$ cat config.mk
export PLATFORM = sky130hd
export DESIGN_NAME = synth_unit
export DESIGN_NICKNAME = d
export VERILOG_FILES = /design/src/logic/synth_audio_pkg.sv /design/src/logic/synth_bus_pkg.sv /design/src/logic/sample_fifo.sv /design/src/logic/synth_unit.sv /design/src/logic/unit_registers.sv /design/src/logic/voice_generator.sv /design/src/logic/voice_mixer.sv /design/src/logic/voice_registers.sv
export SDC_FILE = /design/constraint.sdc
export NUM_CORES = 2
export LEC_CHECK = 0
export BUFFER_PORTS_ARGS = -buffer_cell sky130_fd_sc_hd__buf_2
export CAP_MARGIN = 20
export CORE_MARGIN = 4
export CORE_UTILIZATION = 60
export DETAILED_ROUTE_END_ITERATION = 7
export GPL_TIMING_DRIVEN = 0
export HOLD_SLACK_MARGIN = 0.08
export PLACE_DENSITY = 0.8
export RECOVER_POWER = 100
export SYNTH_ARGS = -nofsm -noshare
export SYNTH_HDL_FRONTEND = slang
export SYNTH_SLANG_ARGS = --single-unit
$ cat constraint.sdc
create_clock -name clk_i -period 22.2 [get_ports clk_i]
set_input_delay 6.66 -clock clk_i [delete_from_list [all_inputs] [get_ports clk_i]]
set_output_delay 6.66 -clock clk_i [all_outputs]
set_load 0.02 [all_outputs]
$ cat src/logic/synth_audio_pkg.sv
`default_nettype none

package synth_audio_pkg;

    localparam int NUM_VOICES = 4; // voices summed by the mixer.
    localparam int FIFO_DEPTH = 8; // frames held between generator and mixer.
    localparam int FIFO_PTR_W = $clog2(FIFO_DEPTH);

    typedef logic signed [15:0] sample_t; // one audio sample.
    typedef logic signed [15:0] gain_t; // Q1.15, so 0x7FFF is just below unity.

    // codes 2 and 3 are treated as square by the generator.
    typedef enum logic [1:0] {
        WAVE_SAW = 2'd0,
        WAVE_SQUARE = 2'd1
    } wave_sel_t;

    //////////////////////////////////////////////////
    // per voice settings and the frame format.
    //////////////////////////////////////////////////

    typedef struct packed {
        logic enable;
        wave_sel_t wave_sel;
        logic [31:0] increment; // added to the phase once per frame.
        gain_t gain;
    } voice_cfg_t;

    // one sample per voice, travelling with the gain it is mixed at.
    typedef struct packed {
        sample_t [NUM_VOICES-1:0] sample;
        gain_t [NUM_VOICES-1:0] gain;
    } voice_frame_t;

endpackage

`default_nettype wire

$ cat src/logic/synth_bus_pkg.sv
`default_nettype none

package synth_bus_pkg;

    //////////////////////////////////////////////////
    // register map of the synthesiser.
    //////////////////////////////////////////////////

    localparam int REG_ADDR_W = 12; // the bus spans 4096 word addresses.
    localparam logic [REG_ADDR_W-1:0] VOICE_BASE_ADDR = 12'h800; // table region lies below.
    localparam int VOICE_BLOCK_SIZE = 8; // registers per voice block.
    localparam int VOICE_OFF_W = $clog2(VOICE_BLOCK_SIZE);

    localparam logic [REG_ADDR_W-1:0] DUTY_ADDR = 12'h820; // square wave duty threshold.
    localparam logic [REG_ADDR_W-1:0] RUN_ADDR = 12'h821; // bit 0 starts the sample stream.

    // offsets within one voice block.
    localparam logic [VOICE_OFF_W-1:0] VOICE_CTRL_REG = 3'd0;
    localparam logic [VOICE_OFF_W-1:0] VOICE_INC_REG = 3'd1;
    localparam logic [VOICE_OFF_W-1:0] VOICE_GAIN_REG = 3'd2;

    // a write request is sampled on the edge where write is high.
    typedef struct packed {
        logic write;
        logic [REG_ADDR_W-1:0] addr;
        logic [3:0][7:0] data; // byte n is guarded by strobe bit n.
        logic [3:0] strobe;
    } reg_write_t;

    typedef struct packed {
        logic read;
        logic [REG_ADDR_W-1:0] addr;
    } reg_read_t;

    // replaces the strobed bytes of a register word with new bytes.
    function automatic logic [31:0] merge_bytes(input logic [31:0] old_word,
                                                input logic [3:0][7:0] new_bytes,
                                                input logic [3:0] strobe);
        logic [3:0][7:0] result;
        result = old_word;
        for (int b = 0; b < 4; b++) begin
            if (strobe[b]) result[b] = new_bytes[b];
        end
        return result;
    endfunction

endpackage

`default_nettype wire

$ cat src/logic/sample_fifo.sv
`timescale 1ns/1ps
`default_nettype none

module sample_fifo (
    input  logic clk_i,
    input  logic rst_n_i,
    input  synth_audio_pkg::voice_frame_t in_i,
    input  logic in_valid_i,
    output logic in_ready_o,
    output synth_audio_pkg::voice_frame_t out_o,
    output logic out_valid_o,
    input  logic out_ready_i
);
    import synth_audio_pkg::*;

    voice_frame_t mem [FIFO_DEPTH];
    logic [FIFO_PTR_W-1:0] wr_ptr, rd_ptr; // the depth is a power of two, so they wrap freely.
    logic [FIFO_PTR_W:0] count; // one extra bit to tell full from empty.
    logic push, pop;

    assign in_ready_o = (count != (FIFO_PTR_W+1)'(FIFO_DEPTH));
    assign out_valid_o = (count != '0);
    assign push = in_valid_i && in_ready_o;
    assign pop = out_valid_o && out_ready_i;
    assign out_o = mem[rd_ptr]; // head of the queue, readable the cycle after its write.

    always_ff @(posedge clk_i) begin
        if (push) mem[wr_ptr] <= in_i;
    end

    always_ff @(posedge clk_i) begin
        if (!rst_n_i) begin
            wr_ptr <= '0;
            rd_ptr <= '0;
            count <= '0;
        end else begin
            if (push) wr_ptr <= wr_ptr + 1'b1;
            if (pop) rd_ptr <= rd_ptr + 1'b1;
            // a push and a pop together leave the occupancy unchanged.
            case ({push, pop})
                2'b10:   count <= count + 1'b1;
                2'b01:   count <= count - 1'b1;
                default: count <= count;
            endcase
        end
    end

endmodule

`default_nettype wire

$ cat src/logic/synth_unit.sv
`timescale 1ns/1ps
`default_nettype none

module synth_unit (
    input  logic clk_i,
    input  logic rst_n_i,
    input  synth_bus_pkg::reg_write_t reg_write_i,
    input  synth_bus_pkg::reg_read_t reg_read_i,
    output logic [31:0] read_data_o,
    output synth_audio_pkg::sample_t sample_o,
    output logic sample_valid_o,
    input  logic sample_ready_i
);
    import synth_audio_pkg::*;

    voice_cfg_t voice_cfg [NUM_VOICES];
    logic [NUM_VOICES-1:0] voice_start;
    logic [31:0] duty;
    logic run;
    voice_frame_t gen_frame, mix_frame; // before and after the FIFO.
    logic gen_valid, gen_ready, mix_valid, mix_ready;

    unit_registers u_regs (
        .clk_i         ( clk_i       ),
        .rst_n_i       ( rst_n_i     ),
        .reg_write_i   ( reg_write_i ),
        .reg_read_i    ( reg_read_i  ),
        .read_data_o   ( read_data_o ),
        .voice_cfg_o   ( voice_cfg   ),
        .voice_start_o ( voice_start ),
        .duty_o        ( duty        ),
        .run_o         ( run         )
    );

    voice_generator u_gen (
        .clk_i (clk_i), .rst_n_i (rst_n_i),
        .voice_cfg_i (voice_cfg), .voice_start_i (voice_start),
        .duty_i (duty), .run_i (run),
        .frame_o (gen_frame), .frame_valid_o (gen_valid), .frame_ready_i (gen_ready)
    );

    sample_fifo u_fifo (
        .clk_i (clk_i), .rst_n_i (rst_n_i),
        .in_i (gen_frame), .in_valid_i (gen_valid), .in_ready_o (gen_ready),
        .out_o (mix_frame), .out_valid_o (mix_valid), .out_ready_i (mix_ready)
    );

    voice_mixer u_mix (
        .clk_i (clk_i), .rst_n_i (rst_n_i),
        .frame_i (mix_frame), .frame_valid_i (mix_valid), .frame_ready_o (mix_ready),
        .sample_o (sample_o), .sample_valid_o (sample_valid_o),
        .sample_ready_i (sample_ready_i)
    );

endmodule

`default_nettype wire

$ cat src/logic/unit_registers.sv
`timescale 1ns/1ps
`default_nettype none

module unit_registers (
    input  logic clk_i,
    input  logic rst_n_i,
    input  synth_bus_pkg::reg_write_t reg_write_i,
    input  synth_bus_pkg::reg_read_t reg_read_i,
    output logic [31:0] read_data_o,
    output synth_audio_pkg::voice_cfg_t voice_cfg_o [synth_audio_pkg::NUM_VOICES],
    output logic [synth_audio_pkg::NUM_VOICES-1:0] voice_start_o,
    output logic [31:0] duty_o,
    output logic run_o
);
    import synth_bus_pkg::*;
    import synth_audio_pkg::*;

    logic [REG_ADDR_W-1:0] wr_rel, rd_rel; // addresses relative to the first voice block.
    logic [NUM_VOICES-1:0] wr_hit, rd_hit;
    logic [31:0] blk_data [NUM_VOICES];
    logic [31:0] duty_q;
    logic run_q;
    logic [31:0] run_word;

    //////////////////////////////////////////////////
    // voice blocks.
    //////////////////////////////////////////////////

    // addresses below the base wrap to a large block index and match no voice.
    assign wr_rel = reg_write_i.addr - VOICE_BASE_ADDR;
    assign rd_rel = reg_read_i.addr - VOICE_BASE_ADDR;

    for (genvar v = 0; v < NUM_VOICES; v++) begin : g_voice
        assign wr_hit[v] = reg_write_i.write &&
            (wr_rel[REG_ADDR_W-1:VOICE_OFF_W] == (REG_ADDR_W-VOICE_OFF_W)'(v));
        assign rd_hit[v] =
            (rd_rel[REG_ADDR_W-1:VOICE_OFF_W] == (REG_ADDR_W-VOICE_OFF_W)'(v));

        voice_registers u_voice (
            .clk_i          ( clk_i                            ),
            .rst_n_i        ( rst_n_i                          ),
            .write_i        ( wr_hit[v]                        ),
            .write_offset_i ( reg_write_i.addr[VOICE_OFF_W-1:0] ),
            .write_data_i   ( reg_write_i.data                 ),
            .write_strobe_i ( reg_write_i.strobe               ),
            .read_offset_i  ( reg_read_i.addr[VOICE_OFF_W-1:0]  ),
            .read_data_o    ( blk_data[v]                      ),
            .cfg_o          ( voice_cfg_o[v]                   ),
            .start_o        ( voice_start_o[v]                 )
        );
    end

    //////////////////////////////////////////////////
    // duty and run registers.
    //////////////////////////////////////////////////

    assign run_word = merge_bytes({31'b0, run_q}, reg_write_i.data, reg_write_i.strobe);

    always_ff @(posedge clk_i) begin
        if (!rst_n_i) begin
            duty_q <= '0;
            run_q <= 1'b0;
        end else if (reg_write_i.write) begin
            if (reg_write_i.addr == DUTY_ADDR) begin
                duty_q <= merge_bytes(duty_q, reg_write_i.data, reg_write_i.strobe);
            end
            if (reg_write_i.addr == RUN_ADDR) run_q <= run_word[0]; // only bit 0 is kept.
        end
    end

    assign duty_o = duty_q;
    assign run_o = run_q;

    // at most one source matches, so the words can simply be ORed.
    always_comb begin
        read_data_o = '0;
        for (int v = 0; v < NUM_VOICES; v++) begin
            if (rd_hit[v]) read_data_o = read_data_o | blk_data[v];
        end
        if (reg_read_i.addr == DUTY_ADDR) read_data_o = read_data_o | duty_q;
        if (reg_read_i.addr == RUN_ADDR) read_data_o = read_data_o | {31'b0, run_q};
        if (!reg_read_i.read) read_data_o = '0; // idle bus reads zero.
    end

endmodule

`default_nettype wire

$ cat src/logic/voice_generator.sv
`timescale 1ns/1ps
`default_nettype none

module voice_generator (
    input  logic clk_i,
    input  logic rst_n_i,
    input  synth_audio_pkg::voice_cfg_t voice_cfg_i [synth_audio_pkg::NUM_VOICES],
    input  logic [synth_audio_pkg::NUM_VOICES-1:0] voice_start_i,
    input  logic [31:0] duty_i,
    input  logic run_i,
    output synth_audio_pkg::voice_frame_t frame_o,
    output logic frame_valid_o,
    input  logic frame_ready_i
);
    import synth_audio_pkg::*;

    logic [31:0] phase_q [NUM_VOICES];
    voice_frame_t frame_d, frame_q;
    logic valid_q;
    logic load; // a new frame is formed at this edge.

    // the slot is free when empty or when the held frame transfers now.
    assign load = run_i && (!valid_q || frame_ready_i);

    //////////////////////////////////////////////////
    // waveform shaping.
    //////////////////////////////////////////////////

    always_comb begin
        for (int v = 0; v < NUM_VOICES; v++) begin
            frame_d.gain[v] = voice_cfg_i[v].gain;
            if (!voice_cfg_i[v].enable) begin
                frame_d.sample[v] = '0; // a disabled voice is silent.
            end else if (voice_cfg_i[v].wave_sel == WAVE_SAW) begin
                frame_d.sample[v] = sample_t'(phase_q[v][31:16]); // ramp wraps to negative.
            end else if (phase_q[v] < duty_i) begin
                frame_d.sample[v] = 16'sh7FFF;
            end else begin
                frame_d.sample[v] = -16'sh7FFF; // symmetric around zero.
            end
        end
    end

    //////////////////////////////////////////////////
    // phase accumulators and frame register.
    //////////////////////////////////////////////////

    // phases advance once per formed frame. A formed frame is held until it
    // transfers, so a stall freezes the phases and nothing is skipped.
    always_ff @(posedge clk_i) begin
        if (!rst_n_i) begin
            for (int v = 0; v < NUM_VOICES; v++) phase_q[v] <= '0;
            valid_q <= 1'b0;
        end else begin
            for (int v = 0; v < NUM_VOICES; v++) begin
                if (voice_start_i[v]) begin
                    phase_q[v] <= '0; // the next frame of this voice starts at phase 0.
                end else if (load && voice_cfg_i[v].enable) begin
                    phase_q[v] <= phase_q[v] + voice_cfg_i[v].increment;
                end
            end
            if (load) valid_q <= 1'b1;
            else if (frame_ready_i) valid_q <= 1'b0; // run dropped and the last frame left.
        end
    end

    always_ff @(posedge clk_i) begin
        if (load) frame_q <= frame_d;
    end

    assign frame_o = frame_q;
    assign frame_valid_o = valid_q;

endmodule

`default_nettype wire

$ cat src/logic/voice_mixer.sv
`timescale 1ns/1ps
`default_nettype none

module voice_mixer (
    input  logic clk_i,
    input  logic rst_n_i,
    input  synth_audio_pkg::voice_frame_t frame_i,
    input  logic frame_valid_i,
    output logic frame_ready_o,
    output synth_audio_pkg::sample_t sample_o,
    output logic sample_valid_o,
    input  logic sample_ready_i
);
    import synth_audio_pkg::*;

    logic signed [31:0] prod; // full 16 x 16 product.
    logic signed [19:0] sum; // four 17-bit terms need two bits of headroom.
    sample_t sat;
    sample_t sample_q;
    logic valid_q;

    //////////////////////////////////////////////////
    // gain, sum and saturation.
    //////////////////////////////////////////////////

    always_comb begin
        sum = '0;
        for (int v = 0; v < NUM_VOICES; v++) begin
            prod = $signed(frame_i.sample[v]) * $signed(frame_i.gain[v]);
            sum = sum + 20'(prod >>> 15); // back to sample scale, rounding toward minus infinity.
        end
        if (sum > 20'sd32767) sat = 16'sh7FFF;
        else if (sum < -20'sd32768) sat = 16'sh8000;
        else sat = sum[15:0];
    end

    // the output register takes a frame when empty or being drained.
    assign frame_ready_o = !valid_q || sample_ready_i;

    always_ff @(posedge clk_i) begin
        if (!rst_n_i) begin
            valid_q <= 1'b0;
        end else if (frame_valid_i && frame_ready_o) begin
            valid_q <= 1'b1;
        end else if (sample_ready_i) begin
            valid_q <= 1'b0;
        end
    end

    always_ff @(posedge clk_i) begin
        if (frame_valid_i && frame_ready_o) sample_q <= sat; // held while the sink stalls.
    end

    assign sample_o = sample_q;
    assign sample_valid_o = valid_q;

endmodule

`default_nettype wire

$ cat src/logic/voice_registers.sv
`timescale 1ns/1ps
`default_nettype none

module voice_registers (
    input  logic clk_i,
    input  logic rst_n_i,
    input  logic write_i,
    input  logic [2:0] write_offset_i,
    input  logic [3:0][7:0] write_data_i,
    input  logic [3:0] write_strobe_i,
    input  logic [2:0] read_offset_i,
    output logic [31:0] read_data_o,
    output synth_audio_pkg::voice_cfg_t cfg_o,
    output logic start_o
);
    import synth_bus_pkg::*;
    import synth_audio_pkg::*;

    logic enable_q; // control bit 0.
    logic [1:0] wave_sel_q; // control bits 3:2.
    logic [31:0] inc_q;
    gain_t gain_q;
    logic start_q;
    logic [31:0] ctrl_word, gain_word;
    logic [31:0] old_word, new_word;

    // the start bit is never stored, so it reads back as zero.
    assign ctrl_word = {28'b0, wave_sel_q, 1'b0, enable_q};
    assign gain_word = {16'b0, gain_q};

    always_comb begin
        case (write_offset_i) // current value of the register being written.
            VOICE_CTRL_REG: old_word = ctrl_word;
            VOICE_INC_REG:  old_word = inc_q;
            VOICE_GAIN_REG: old_word = gain_word;
            default:        old_word = '0;
        endcase
        case (read_offset_i) // unused offsets of the block read zero.
            VOICE_CTRL_REG: read_data_o = ctrl_word;
            VOICE_INC_REG:  read_data_o = inc_q;
            VOICE_GAIN_REG: read_data_o = gain_word;
            default:        read_data_o = '0;
        endcase
    end

    assign new_word = merge_bytes(old_word, write_data_i, write_strobe_i);

    always_ff @(posedge clk_i) begin
        if (!rst_n_i) begin
            enable_q <= 1'b0;
            wave_sel_q <= '0;
            inc_q <= '0;
            gain_q <= '0;
            start_q <= 1'b0;
        end else begin
            start_q <= 1'b0; // the pulse lasts only the cycle after the write.
            if (write_i) begin
                case (write_offset_i)
                    VOICE_CTRL_REG: begin
                        enable_q <= new_word[0];
                        start_q <= new_word[1];
                        wave_sel_q <= new_word[3:2];
                    end
                    VOICE_INC_REG:  inc_q <= new_word;
                    VOICE_GAIN_REG: gain_q <= new_word[15:0];
                    default: ;
                endcase
            end
        end
    end

    assign cfg_o = '{enable: enable_q, wave_sel: wave_sel_t'(wave_sel_q),
                     increment: inc_q, gain: gain_q};
    assign start_o = start_q;

endmodule

`default_nettype wire

==> metrics.md <==
| Metric | Value |
|---|---|
| Final setup fails | `0` |
| Die Wd | `434 um` |
| Largest net degree at the start of global routing | `27` |
| Rows | `156` |
| Number of max-cap violations | `23` |
| Failing checks | `max-capacitance violations, max-slew violations` |
| Die H | `434 um` |
| Outcome | `finished, violations left` |
| CTS sink count | `1552` |
| Asr flop ratio synth | `0` |
| Worst-skew pair later-pin latency | `0.84 ns` |
| Max-slew headroom | `-0.687` |
| Most used cell, CP | `fa_1` |
| Register area | `0.0440 sq mm` |
| Clk buf depth | `3` |
| Vias after detailed routing | `78500` |
| Final ANT Viol Nets | `0` |
| Hold WC Path Type | `reg -> reg` |
| Critical path required time | `22.74 ns` |
| Placed insts | `11900` |
| H-tree Lvls | `4` |
| Setup_tns | `0 ns` |
| Mapped Cells | `9225` |
| Initial Util | `0.603` |
| Top_reg_cell synth | `edfxtp_1` |
| DR iter-0 viols | `11100` |
| Hold Slack | `0.496 ns` |
| Core area | `0.181 sq mm` |
| R2R setup slack | `4.49 ns` |
| Yosys Warn Count | `0` |
| Synth Cell Area | `0.109 sq mm` |
| Most common cell after layout, fill and taps aside | `inv_1` |
| Hold Path Cell Cnt | `2` |
| Crit path DAT | `18.26 ns` |
| Post-layout minimum cycle time | `17.71 ns` |
| Worst-Margin Slew | `2.52 ns` |
| Final WL | `362000 um` |
| Slew Viols, Final | `467` |
| RSZ-0062 raised after global routing | `false` |
| Postcts setup bufs | `0` |
| Hold path endpoint | `u_regs.g_voice[2].u_voice.inc_q[17]` |
| Crit start category | `register` |
| Hold-fix buffers, CTS | `0` |
| Initial antenna violation count | `23` |
| Post-synth EDFFs | `1296` |
| Flops & latches, synth | `1552` |
| Endpoints failing hold | `0` |
| Mean Syn Cell Area | `11.8 sq um` |
| Register area share after synthesis | `0.405` |
| Placer Congestion | `1.03` |
| Hold wc startpoint | `u_regs.g_voice[2].u_voice.inc_q[17]` |
| Yosys cell types | `95` |
| # DRC | `0` |
| Max Fanout on Critical Path | `10` |
| Final core utilization | `0.656` |
| CTS tree | `built` |
| Post-DP HPWL | `276000 um` |
| Vias in the first global route | `80100` |
| Worst setup EP type | `register` |
| Net Count, Synth | `11000` |
| Most frequent cells in the layout | `1309 x inv_1, 1296 x edfxtp_1, 1068 x fa_1` |
| Fin Clk Skew | `0.0574 ns` |
| Area taken by multi-input logic gates | `0.0587 sq mm` |
| Fraction of layout instances using a drive strength above 1 | `0.0823` |
| Nets | `11400` |
| Port buffer count | `108` |
| Area delta synth->final | `8.83%` |
| CP peak stage delay | `1.23 ns` |
| R2R Path End | `u_mix.sample_o[7]` |
| Die footprint | `0.188 sq mm` |
| GRT Util Overall | `0.390` |
| Vias per cell | `6.45` |
| Ports | `114` |
| Fillers | `13000` |
| WS Path Type | `reg -> reg` |
| FMAX | `56.5 MHz` |
| Final Non-Filler Cells | `12200` |
| Post-CTS Resized | `0` |
| Period Utilization, post-route | `0.798` |
| Avg WL per Cell | `29.8 um` |
| Slowest CP cell | `nor4_1` |
| Total congestion overflow | `0` |
| Reg2Reg Depth | `47` |
| First-pass GRT wire length | `530000 um` |
| CTS buffer count | `154` |
| Root Buffer Master | `clkbuf_16` |
| Clock-pin slew on the worst setup and hold paths | `0.06 ns` |
| DRT Pass-1 Iters | `8` |
==> cell type report <==
| type | count | share of cell area |
|---|---|---|
| multi-input cells | 6054 | 0.495 |
| flip-flops and latches | 1552 | 0.372 |
| inverters | 1309 | 0.0415 |
| clock buffers | 195 | 0.0346 |
| well taps | 2370 | 0.0250 |
| repair buffers | 291 | 0.0141 |
| plain buffers | 310 | 0.0105 |
| clock inverters | 87 | 0.00704 |
| diodes | 8 | 0.000169 |
==> critical path, delay by kind of cell, from the launching register on <==
kind / cells / cell delay [ns]
buffers and inverters: 9 / 4.38
adder cells (fa/ha/maj): 10 / 4.38
AO/OA/AOI/OAI: 15 / 3.81
AND/OR/NAND/NOR: 8 / 2.19
multiplexers: 2 / 1.16
XOR/XNOR: 3 / 0.94
flip-flops: 1 / 0.53
==> per-layer routing <==
layer,global-route usage,vias up,share of wire
met5,0,-,0.00080
met3,0.103,1446,0.13
met1,0.484,38600,0.34
met2,0.593,6081,0.44
li1,-,32400,-
met4,0.286,16,0.096
==> Yosys cell counts, types with 140 or more instances <==
master	n	area (sq um)
nand2_1	994	3730
mux4_2	251	5650
xnor2_1	157	1380
a21o_1	177	1330
a21boi_0	222	1670
o21ai_0	179	896
edfxtp_1	1296	38900
ha_1	605	7570
mux2i_1	168	1680
dfxtp_1	256	5120
clkbuf_1	250	938
nor2_1	704	2640
fa_1	1068	21400
nand3_1	140	701
a21oi_1	240	1200
inv_1	1309	4910
==> cell families (layout without fill, tap and decap cells) <==
logic type                 after synthesis  after routing  synth area share
xor gates and xnor gates               232            232            0.0187
adders and majority gates             1673           1673             0.266
AOI/OAI and AO/OA                     1215           1215            0.0768
DFF                                   1552           1552             0.405
and+or+nand+nor                       2409           2409            0.0983
muxes                                  525            525            0.0790
buffers and inverters                 1619           2192            0.0566
other                                    0              8                 0
==> registers in the layout, indices dropped and copies added (netlist names), 8 cells and up, named ones only <==
signal and count:
u_regs.duty_o 32, u_regs.g_voice.u_voice.gain_q 64, u_mix.sample_o 16, u_gen.phase_q 128, u_fifo.mem 1024, u_gen.frame_o 128
u_regs.g_voice.u_voice.inc_q 128, u_regs.g_voice.u_voice.wave_sel_q 8
==> metrics by stage <==
stage	setup slack [ns]	instance area, sq um
after global routing	3.74	118000
after floorplan	6.57	109000
after global placement	-3.57	112000
final	4.49	118000
after detailed placement	5.50	114000
after CTS	5.49	119000
==> worst max path at each step <==
stage | startpoint | end | slack [ns] | cells after the start
2_1_floorplan | reg_read_i[8] | read_data_o[10] | 6.57 | 8
3_3_place_gp | u_fifo.count[0] | u_fifo.mem[0][61] | -3.57 | 6
3_5_place_dp | reg_read_i[8] | read_data_o[9] | 5.50 | 10
4_1_cts | reg_read_i[8] | read_data_o[9] | 5.49 | 10
5_1_grt | register | u_mix.sample_o[13] | 3.74 | 47
6_report | register | u_mix.sample_o[7] | 4.49 | 47
Power is left out: the tool's default activity adds up to more than one toggle a clock period on the data nets, which glitch-free logic cannot reach.
